`src/source/sd_phy_state_pkg.sv`:
```
`default_nettype none

package sd_phy_state_pkg;

  // Command sequencer states, in frame order
  typedef enum logic [3:0] {
    IDLE,
    // Host owns the line
    SEND_CMD,
    SEND_CRC,
    SEND_END,
    // Line handed to the card
    TURNAROUND,
    WAIT_START,
    READ_RSP,
    READ_CRC,
    // Back to the host
    CHECK_CRC,
    DONE
  } cmd_state_t;

endpackage

`default_nettype wire

```
`src/source/sd_cmd_pkg.sv`:
```
`default_nettype none

package sd_cmd_pkg;

  // Command frame as it goes out on the CMD line
  localparam int unsigned CMD_W = 40;

  // Widest response payload the host keeps
  localparam int unsigned RSP_W = 128;

  // CRC7 over command and response bits
  localparam int unsigned CRC_W = 7;

  // Taps of x^7 + x^3 + 1, the x^7 term is implied
  localparam logic [CRC_W-1:0] CRC7_POLY = 7'h09;

  // Released-line cycles before the start bit is watched for
  localparam int unsigned TURNAROUND_CYCLES = 2;

  // Bit counter and response length share one width
  localparam int unsigned COUNT_W = 8;

  typedef logic [CMD_W-1:0] cmd_t;

  typedef logic [RSP_W-1:0] rsp_t;

  typedef logic [CRC_W-1:0] crc7_t;

  typedef logic [COUNT_W-1:0] bit_count_t;

endpackage

`default_nettype wire
```
`src/source/sd_cmd_bit_if.sv`:
```
`default_nettype none

// Per-bit commands from the sequencer to the CMD line datapath
interface sd_cmd_bit_if;

  logic load;
  logic tx_cmd;
  logic tx_crc;
  logic tx_end;
  logic release_line;
  logic rx_rsp;
  logic rx_crc;
  logic check;

  modport ctrl (
    output load,
    output tx_cmd,
    output tx_crc,
    output tx_end,
    output release_line,
    output rx_rsp,
    output rx_crc,
    output check
  );

  modport datapath (
    input load,
    input tx_cmd,
    input tx_crc,
    input tx_end,
    input release_line,
    input rx_rsp,
    input rx_crc,
    input check
  );

endinterface

`default_nettype wire

```
`src/source/sd_cmd_phy.sv`:
```
`default_nettype none

module sd_cmd_phy (
  input  logic                    i_sd_clk,
  input  logic                    rst,

  // Host side
  input  logic                    i_cmd_en,
  input  sd_cmd_pkg::cmd_t        i_cmd,
  input  sd_cmd_pkg::bit_count_t  i_rsp_len,
  output sd_cmd_pkg::rsp_t        o_rsp,
  output logic                    o_rsp_done,
  output logic                    o_crc_err,

  // CMD pad, dir high while the host drives
  output logic                    o_sd_cmd,
  output logic                    o_sd_cmd_dir,
  input  logic                    i_sd_cmd
);

  sd_cmd_bit_if cmd_bits ();

  // Sequencer, counts bits and issues strobes
  sd_cmd_fsm u_fsm (
    .i_sd_clk   (i_sd_clk),
    .rst        (rst),
    .i_cmd_en   (i_cmd_en),
    .i_rsp_len  (i_rsp_len),
    .i_sd_cmd   (i_sd_cmd),
    .bits       (cmd_bits.ctrl),
    .o_rsp_done (o_rsp_done)
  );

  // Shift registers, CRC and pad registers
  sd_cmd_shifter u_shifter (
    .i_sd_clk     (i_sd_clk),
    .rst          (rst),
    .i_cmd        (i_cmd),
    .i_sd_cmd     (i_sd_cmd),
    .bits         (cmd_bits.datapath),
    .o_sd_cmd     (o_sd_cmd),
    .o_sd_cmd_dir (o_sd_cmd_dir),
    .o_rsp        (o_rsp),
    .o_crc_err    (o_crc_err)
  );

endmodule

`default_nettype wire

```
`src/source/sd_cmd_fsm.sv`:
```
`default_nettype none

module sd_cmd_fsm (
  input  logic                    i_sd_clk,
  input  logic                    rst,
  input  logic                    i_cmd_en,
  input  sd_cmd_pkg::bit_count_t  i_rsp_len,
  input  logic                    i_sd_cmd,
  sd_cmd_bit_if.ctrl              bits,
  output logic                    o_rsp_done
);

  import sd_cmd_pkg::*;
  import sd_phy_state_pkg::*;

  localparam bit_count_t CMD_LAST = bit_count_t'(CMD_W - 1);
  localparam bit_count_t CRC_LAST = bit_count_t'(CRC_W - 1);
  localparam bit_count_t CRC_ALL  = bit_count_t'(CRC_W);
  localparam bit_count_t TURN_END = bit_count_t'(TURNAROUND_CYCLES);

  cmd_state_t state;
  // Strobes issued so far in the current state
  bit_count_t bit_cnt;

  always_ff @(posedge i_sd_clk) begin
    if (rst) begin
      state             <= IDLE;
      bit_cnt           <= '0;
      bits.load         <= 1'b0;
      bits.tx_cmd       <= 1'b0;
      bits.tx_crc       <= 1'b0;
      bits.tx_end       <= 1'b0;
      bits.release_line <= 1'b0;
      bits.rx_rsp       <= 1'b0;
      bits.rx_crc       <= 1'b0;
      bits.check        <= 1'b0;
      o_rsp_done        <= 1'b0;
    end else begin
      // Strobes are single cycle unless a state asks again
      bits.load         <= 1'b0;
      bits.tx_cmd       <= 1'b0;
      bits.tx_crc       <= 1'b0;
      bits.tx_end       <= 1'b0;
      bits.release_line <= 1'b0;
      bits.rx_rsp       <= 1'b0;
      bits.rx_crc       <= 1'b0;
      bits.check        <= 1'b0;
      o_rsp_done        <= 1'b0;

      case (state)
        IDLE: begin
          if (i_cmd_en) begin
            bits.load <= 1'b1;
            bit_cnt   <= '0;
            state     <= SEND_CMD;
          end
        end
        SEND_CMD: begin
          bits.tx_cmd <= 1'b1;
          bit_cnt     <= bit_cnt + 1'b1;
          if (bit_cnt == CMD_LAST) begin
            bit_cnt <= '0;
            state   <= SEND_CRC;
          end
        end
        SEND_CRC: begin
          bits.tx_crc <= 1'b1;
          bit_cnt     <= bit_cnt + 1'b1;
          if (bit_cnt == CRC_LAST) begin
            state <= SEND_END;
          end
        end
        SEND_END: begin
          bits.tx_end <= 1'b1;
          bit_cnt     <= '0;
          state       <= TURNAROUND;
        end
        TURNAROUND: begin
          // Line stays released from here until the check
          bits.release_line <= 1'b1;
          if (bit_cnt == TURN_END) begin
            state <= WAIT_START;
          end else begin
            bit_cnt <= bit_cnt + 1'b1;
          end
        end
        WAIT_START: begin
          bits.release_line <= 1'b1;
          // First low level is the card's start bit
          if (!i_sd_cmd) begin
            bit_cnt <= bit_count_t'(1);
            if (i_rsp_len == '0) begin
              bits.rx_crc <= 1'b1;
              state       <= READ_CRC;
            end else begin
              bits.rx_rsp <= 1'b1;
              state       <= READ_RSP;
            end
          end
        end
        READ_RSP: begin
          bits.release_line <= 1'b1;
          if (bit_cnt == i_rsp_len) begin
            bits.rx_crc <= 1'b1;
            bit_cnt     <= bit_count_t'(1);
            state       <= READ_CRC;
          end else begin
            bits.rx_rsp <= 1'b1;
            bit_cnt     <= bit_cnt + 1'b1;
          end
        end
        READ_CRC: begin
          if (bit_cnt == CRC_ALL) begin
            // Compare and take the line back on the same edge
            bits.check <= 1'b1;
            state      <= CHECK_CRC;
          end else begin
            bits.release_line <= 1'b1;
            bits.rx_crc       <= 1'b1;
            bit_cnt           <= bit_cnt + 1'b1;
          end
        end
        CHECK_CRC: begin
          state <= DONE;
        end
        DONE: begin
          o_rsp_done <= 1'b1;
        end
        default: begin
          state <= IDLE;
        end
      endcase

      // Host abort overrides whatever the frame was doing
      if (!i_cmd_en) begin
        state             <= IDLE;
        bits.load         <= 1'b0;
        bits.tx_cmd       <= 1'b0;
        bits.tx_crc       <= 1'b0;
        // End strobe on the way out also clears the error flag
        bits.tx_end       <= (state != IDLE);
        bits.release_line <= 1'b0;
        bits.rx_rsp       <= 1'b0;
        bits.rx_crc       <= 1'b0;
        bits.check        <= 1'b0;
        o_rsp_done        <= 1'b0;
      end
    end
  end

endmodule

`default_nettype wire

```
`src/source/sd_cmd_shifter.sv`:
```
`default_nettype none

module sd_cmd_shifter (
  input  logic               i_sd_clk,
  input  logic               rst,
  input  sd_cmd_pkg::cmd_t   i_cmd,
  input  logic               i_sd_cmd,
  sd_cmd_bit_if.datapath     bits,
  output logic               o_sd_cmd,
  output logic               o_sd_cmd_dir,
  output sd_cmd_pkg::rsp_t   o_rsp,
  output logic               o_crc_err
);

  import sd_cmd_pkg::*;

  cmd_t  cmd_sr;
  crc7_t rmt_crc;
  crc7_t local_crc;
  logic  crc_clear;
  logic  crc_en;
  logic  crc_bit;

  // Fresh CRC per command, and again once the frame has gone out
  assign crc_clear = bits.load | bits.tx_end;
  assign crc_en    = bits.tx_cmd | bits.tx_crc | bits.rx_rsp;

  // While sending the CRC the register is fed its own MSB, so it drains to zero
  always_comb begin
    if (bits.tx_cmd) begin
      crc_bit = cmd_sr[CMD_W-1];
    end else if (bits.tx_crc) begin
      crc_bit = local_crc[CRC_W-1];
    end else begin
      crc_bit = i_sd_cmd;
    end
  end

  sd_crc7 u_crc7 (
    .i_sd_clk (i_sd_clk),
    .rst      (rst),
    .i_clear  (crc_clear),
    .i_en     (crc_en),
    .i_bit    (crc_bit),
    .o_crc    (local_crc)
  );

  // Command word and remote CRC
  always_ff @(posedge i_sd_clk) begin
    if (bits.load) begin
      cmd_sr <= i_cmd;
    end else if (bits.tx_cmd) begin
      cmd_sr <= {cmd_sr[CMD_W-2:0], 1'b0};
    end
    if (bits.rx_crc) begin
      rmt_crc <= {rmt_crc[CRC_W-2:0], i_sd_cmd};
    end
  end

  // Pad registers, response and error flag
  always_ff @(posedge i_sd_clk) begin
    if (rst) begin
      o_sd_cmd     <= 1'b1;
      o_sd_cmd_dir <= 1'b1;
      o_rsp        <= '0;
      o_crc_err    <= 1'b0;
    end else begin
      o_sd_cmd_dir <= ~bits.release_line;
      // Idle high, end bit included
      if (bits.tx_cmd || bits.tx_crc) begin
        o_sd_cmd <= crc_bit;
      end else begin
        o_sd_cmd <= 1'b1;
      end

      if (bits.load) begin
        o_rsp <= '0;
      end else if (bits.rx_rsp) begin
        o_rsp <= {o_rsp[RSP_W-2:0], i_sd_cmd};
      end

      if (bits.load || bits.tx_end) begin
        o_crc_err <= 1'b0;
      end else if (bits.check) begin
        o_crc_err <= (rmt_crc != local_crc);
      end
    end
  end

endmodule

`default_nettype wire

```
`src/source/sd_crc7.sv`:
```
`default_nettype none

module sd_crc7 (
  input  logic               i_sd_clk,
  input  logic               rst,
  input  logic               i_clear,
  input  logic               i_en,
  input  logic               i_bit,
  output sd_cmd_pkg::crc7_t  o_crc
);

  import sd_cmd_pkg::*;

  logic feedback;

  // Top bit of the register meets the incoming bit
  assign feedback = o_crc[CRC_W-1] ^ i_bit;

  always_ff @(posedge i_sd_clk) begin
    if (rst || i_clear) begin
      o_crc <= '0;
    end else if (i_en) begin
      // Feeding back o_crc[6] itself just shifts the remainder out
      if (feedback) begin
        o_crc <= {o_crc[CRC_W-2:0], 1'b0} ^ CRC7_POLY;
      end else begin
        o_crc <= {o_crc[CRC_W-2:0], 1'b0};
      end
    end
  end

endmodule

`default_nettype wire

```
`config.mk`:
```
export PLATFORM = sky130hd
export DESIGN_NAME = sd_cmd_phy
export DESIGN_NICKNAME = d
export VERILOG_FILES = /design/src/source/sd_phy_state_pkg.sv /design/src/source/sd_cmd_pkg.sv /design/src/source/sd_cmd_bit_if.sv /design/src/source/sd_cmd_phy.sv /design/src/source/sd_cmd_fsm.sv /design/src/source/sd_cmd_shifter.sv /design/src/source/sd_crc7.sv
export SDC_FILE = /design/constraint.sdc
export NUM_CORES = 1
export LEC_CHECK = 0
export ABC_CLOCK_PERIOD_IN_PS = 5300
export BUFFER_PORTS_ARGS = -buffer_cell sky130_fd_sc_hd__buf_4
export CORE_AREA = 4 4 124 126
export DETAILED_ROUTE_END_ITERATION = 8
export DIE_AREA = 0 0 128 130
export PLACE_DENSITY_LB_ADDON = 0.3
export SYNTH_ARGS = -nofsm -noshare
export SYNTH_HDL_FRONTEND = slang
export SYNTH_SLANG_ARGS = --single-unit
```
`constraint.sdc`:
```
create_clock -name i_sd_clk -period 5.3 [get_ports i_sd_clk]
set_clock_uncertainty 0.1 [all_clocks]
set_input_delay 1.06 -clock i_sd_clk [delete_from_list [all_inputs] [get_ports i_sd_clk]]
set_output_delay 1.06 -clock i_sd_clk [all_outputs]
set_load 0.005 [all_outputs]
```
# Word level (Yosys, flattened, before mapping)
# Cells that the tools add are included.
# totals
inputBits	52
wordCells	106
ff_bits	206
output_inout_bits	132
# classes
n_addsub	1
n_bitwise	10
n_eq_ne	24
muxes	37
n_reduce_logical	16
# ops
op	count
$mux 40	2
$pmux 8 s8	1
$mux 8	6
$pmux 4 s10	1
$mux 4	7
$mux 1	17
$eq 4x3->1 const B	4
$eq 8x3->1 const B	2
$ne 2x1->1 const B	5
$add 8x1->8 const B	1
$eq 4x2->1 const B	2
$eq 4x4->1 const B	2
$eq 8x2->1 const B	1
$eq 8x6->1 const B	1
$eq 8x8->1	1
$logic_not 8->1	1
$ne 2x2->1 const B	4
$reduce_bool 8->1	1
$reduce_or 2->1	4
$ne 7x7->1	1
$reduce_and 7->1	1
$reduce_or 3->1	2
$not 1->1	5
$reduce_and 5->1	1
other kinds (10)	15

# Logic depth before layout (Yosys ltp)
# logic_depth
ltp_word	4
mapped_depth	8
ltp_nobuf	7

# Hierarchy
# Synthesis repeated with hierarchy kept, for this count alone.
# hier_totals
cells_unflattened	720
hier_area_um2	8441.8
# by_module_without_submodules
module	instances	seq_area_each_um2	area_per_inst_um2	cells_per_inst
sd_cmd_shifter	1	4033.9	6683.9	530
sd_cmd_fsm	1	420.4	1481.4	162
sd_crc7	1	140.1	276.5	28

# Worst setup path before layout
# OpenSTA, ideal clock, no wires.
# synth_timing
path_type	input-to-reg
startpoint	in i_rsp_len[6]
endpoint	reg u_fsm.bit_cnt[3]
arrival_time_ns	2.297
path_stages	5
t_required_ns	5.062
setup_ns	0.138
n_path_buf	0
setup_slack_ns	2.765
cell_sequence	xor2_1 > nor4_1 > a21oi_1 > o21ai_1 > o221ai_1
# synth_via
elab_chain_len	3
# synth_rtl
element	line_no	text
from (decl)	sd_cmd_phy.sv:10	input sd_cmd_pkg::bit_count_t i_rsp_len,
$eq 8x8->1	sd_cmd_fsm.sv:103	if (bit_cnt == i_rsp_len) begin
$mux 8	sd_cmd_fsm.sv:103	
$pmux 8 s8	sd_cmd_fsm.sv:50	case (state)
to (signal assigned)	sd_cmd_fsm.sv:60	bit_cnt <= bit_cnt + 1'b1;
to (signal assigned)	sd_cmd_fsm.sv:105	bit_cnt <= bit_count_t'(1);
to (signal assigned)	sd_cmd_fsm.sv:109	bit_cnt <= bit_cnt + 1'b1;
to (decl)	sd_cmd_fsm.sv:23	bit_count_t bit_cnt;
# No other way between the ends.
# A chain may end at the register's enable or synchronous reset.

# Final worst setup path
# layout_timing
startpoint	reg u_fsm.bits.load
endpoint	reg u_shifter.o_rsp[122]
# layout_via
elab_chain_len	1
# layout_rtl
element	line_no	text
from (decl)	sd_cmd_bit_if.sv:16	output load,
from (signal assigned)	sd_cmd_fsm.sv:29	bits.load <= 1'b0;
from (signal assigned)	sd_cmd_fsm.sv:40	bits.load <= 1'b0;
from (signal assigned)	sd_cmd_fsm.sv:53	bits.load <= 1'b1;
$reduce_or 2->1 (no line)	-	
to (signal assigned)	sd_cmd_shifter.sv:79	o_rsp <= {o_rsp[RSP_W-2:0], i_sd_cmd};
to (decl)	sd_cmd_shifter.sv:11	output sd_cmd_pkg::rsp_t o_rsp,
# No other way between the ends.

==> summary.md <==
| Metric | Value |
|---|---|
| Status | `complete, no violations` |
| Synth area leader | `dfxtp_1` |
| Latest clock arrival within the worst-skew pair | `480 ps` |
| Nets@finish | `957` |
| Io pins | `184` |
| Global-route wire length before repair | `around 28 mm` |
| Final setup fails | `0` |
| WHS Endpoint | `u_shifter.o_sd_cmd_dir` |
| Cells on worst reg2reg path | `3` |
| Seq cells post-synth | `just over 200` |
| Type of the worst min-delay path | `flip-flop to flip-flop` |
| Ys async rst share | `0%` |
| Gate Count Post-Synth | `745` |
| Slew Limit Fails | `0` |
| Grt total ovfl | `0` |
| Vias per cell | `roughly 5.4` |
| RSZ-0062 raised after global routing | `no` |
| Hold_sp | `u_fsm.bits.release_line` |
| Hold Vio Cnt, Final | `0` |
| Final period util | `49.74%` |
| TritonCTS clock tree | `built` |
| Synth cell count leaders | `dfxtp_1, nor2_1, mux2i_1, edfxtp_1, mux2_2` |
| P_leak | `3.789 nW` |
| Die X | `128 um` |
| Routed wire length | `17.39 mm` |
| Most common cell in the synthesized netlist | `dfxtp_1` |
| Min Tclk post-route | `2636 ps` |
| Max cap viols | `0` |
| Detailed-placement wirelength estimate | `12.12 mm` |
| Drt wl/cell | `about 16 um` |
| CTS Root Cell | `clkbuf_16` |
| Launch point of the critical path | `u_fsm.bits.load` |
| Setup crit start kind | `flip-flop` |
| Synth top area cells | `dfxtp_1, edfxtp_1, mux2i_1` |
| H-tree level count | `1` |
| Setup bufs post-CTS | `0` |
| Vias | `5948` |
| Clk buf depth | `3` |
| Synth Flop Type | `dfxtp_1` |
| Number of port buffers | `183` |
| Pin count of the biggest net entering global routing | `84` |
| Core box area | `around 14000 um2` |
| DP Area | `9593 um2` |
| FF-to-FF End | `u_shifter.o_rsp[122]` |
| Post-route ant nets | `0` |
| Syn_nets | `roughly 800` |
| Critical path type | `flip-flop to flip-flop` |
| Sequential area share after synthesis | `a little under three fifths` |
| Yosys warns | `0` |
| Synth top area share | `just under 40%` |
| Gp weighted congestion | `0.8705` |
| Area Growth Syn to Fin | `25.52%` |
| Post_cts resized | `0` |
| GRT Total Usage | `20.03%` |
| Clock transition at path regs | `~60 ps` |
| Initial antenna violation count | `0` |
| Mapped cell area | `about 8200 um2` |
| Die H | `130 um` |
| Initial Utilization | `56.96%` |
| Critical Path RT | `5540 ps` |
| Post-synth EDFFs | `47` |
| DRC violations left | `0` |
| TritonCTS Sinks | `slightly above 200` |
| Post-Layout Inst Area | `10230 um2` |
| PD cells | `306.9 nW/um2` |
| Fmax achieved | `0.3793 GHz` |
| Worst slew pin tran | `963.9 ps` |
| Worst rel slew slack | `35.74%` |
| WHS Path Cells | `1` |
| Placement Rows | `between 40 and 50` |
| CTS Buf Count | `21` |
| Avg Inst Size Synth | `10.94 um2` |
| Vias in the first global route | `~5.7k` |
| Full die area | `16640 um2` |
| Critical Path End Type | `flip-flop` |
| Fraction of layout cells with a size suffix above 1 | `28.24%` |
| First-pass iteration count of the detailed router | `5` |
| R2R Setup Slk | `2660 ps` |
| Synth cell types | `47` |
| Final setup TNS | `0 ps` |
| Worst path arrival time | `2870 ps` |
| Post-CTS Hold Buffers | `0` |
| N_diodes | `0` |
| VDD IR max | `about 0.23 mV` |
| Iter 0 DRT Violations | `368` |
| Crit-path max FO | `83` |
| Reg-to-reg startpoint | `u_fsm.bits.load` |
-- placed cells by master, fill, tap and decap left out, types with 2 or more instances in the layout --
| cell | count |
|---|---|
| buf_4 | 184 |
| dfxtp_1 | 157 |
| nor2_1 | 156 |
| mux2i_1 | 128 |
| edfxtp_1 | 47 |
| mux2_2 | 39 |
| nand2_1 | 28 |
| clkbuf_16 | 22 |
| a21oi_1 | 12 |
| xnor2_1 | 11 |
| nor3_1 | 9 |
| xor2_1 | 8 |
| inv_1 | 7 |
| nand2b_1 | 7 |
| a31oi_1 | 7 |
| nor4_1 | 7 |
| or3_1 | 6 |
| nand4_1 | 6 |
| o211ai_1 | 6 |
| o21ai_0 | 6 |
| clkbuf_1 | 6 |
| nand3_1 | 4 |
| o2111ai_1 | 4 |
| o221ai_1 | 4 |
| or2_4 | 3 |
| nor2b_1 | 3 |
| a211oi_1 | 3 |
| clkbuf_8 | 3 |
| clkinv_1 | 3 |
| nand3b_1 | 2 |
| and2_1 | 2 |
| nor4b_1 | 2 |
| a21o_1 | 2 |
| o31ai_1 | 2 |
| ha_1 | 2 |
| clkinv_2 | 2 |
-- layer usage --
layer | global-route usage, % | share of wire, % | vias up
met1 | 26.10 | 42 | 2772
met5 | 0 | 0 | -
met2 | 33.27 | 48 | 220
li1 | - | - | 2917
met4 | 6.929 | 2.6 | 0
met3 | 4.380 | 7.3 | 39
-- sequential cells by signal (all words and copies together), names as in the netlist, 4 cells and up --
signal	cells
u_fsm.state	4
u_shifter.o_rsp	128
u_shifter.rmt_crc	7
u_shifter.u_crc7.o_crc	7
u_fsm.bit_cnt	8
u_shifter.cmd_sr	40
-- worst max-delay path by stage --
stage	endpoint	slack, ps	cells after the start
2_1_floorplan	u_fsm.bit_cnt[3]	2760	5
3_3_place_gp	u_fsm.bit_cnt[5]	2450	6
3_5_place_dp	u_fsm.bit_cnt[4]	2330	6
4_1_cts	u_shifter.o_rsp[26]	2610	3
5_1_grt	u_shifter.o_rsp[26]	2400	3
6_report	u_shifter.o_rsp[122]	2660	3
-- report_power, final --
part	internal (W)	leakage [nW]	switching, W
logic	0.0000621	1.75	0.0000645
registers	0.00164	1.72	0.0000186
clock network	0.000802	0.316	0.000557
-- cell families after synthesis --
logic type | after synthesis | share of synthesized area, %
flip-flops | 206 | 56.35
XOR/XNOR | 19 | 2.041
adder cells (fa/ha/maj) | 2 | 0.3069
multiplexers | 167 | 21.10
buffers and inverters | 57 | 2.762
AO/OA/AOI/OAI | 55 | 4.650
AND/OR/NAND/NOR | 239 | 12.78
-- worst max-delay path, cell delays in order, from the launching register on --
cell	delay (ps)
dfxtp_2	920
or2_4	830
buf_4	540
nor2_1	100
-- final cells by class --
cell class | instances | area, um2
multi-input combinational | 482 | 3336
clock buffer | 32 | 619.3
tap | 184 | 230.2
fill | 1049 | 4080
timing repair buffer | 185 | 1401
sequential | 206 | 4599
inverter | 7 | 26.28
clock inverter | 5 | 21.27
-- stage by stage --
stage / util (%) / instances / total power, W / worst slack [ps] / hold slack [ps]
detailed placement: 67.02 / 1064 / 0.001816 / 2329 / 265.3
global placement: 67.02 / 1064 / 0.001808 / 2454 / 275.4
floorplan: - / 745 / 0.001765 / 2765 / 255.9
CTS: 71.49 / 1101 / 0.003182 / 2610 / 277.3
global route: 71.49 / 1101 / 0.003268 / 2403 / 295.1
finish: 71.49 / 1101 / 0.003140 / 2664 / 272.9
No activity file was read; power rests on OpenSTA's default activity.
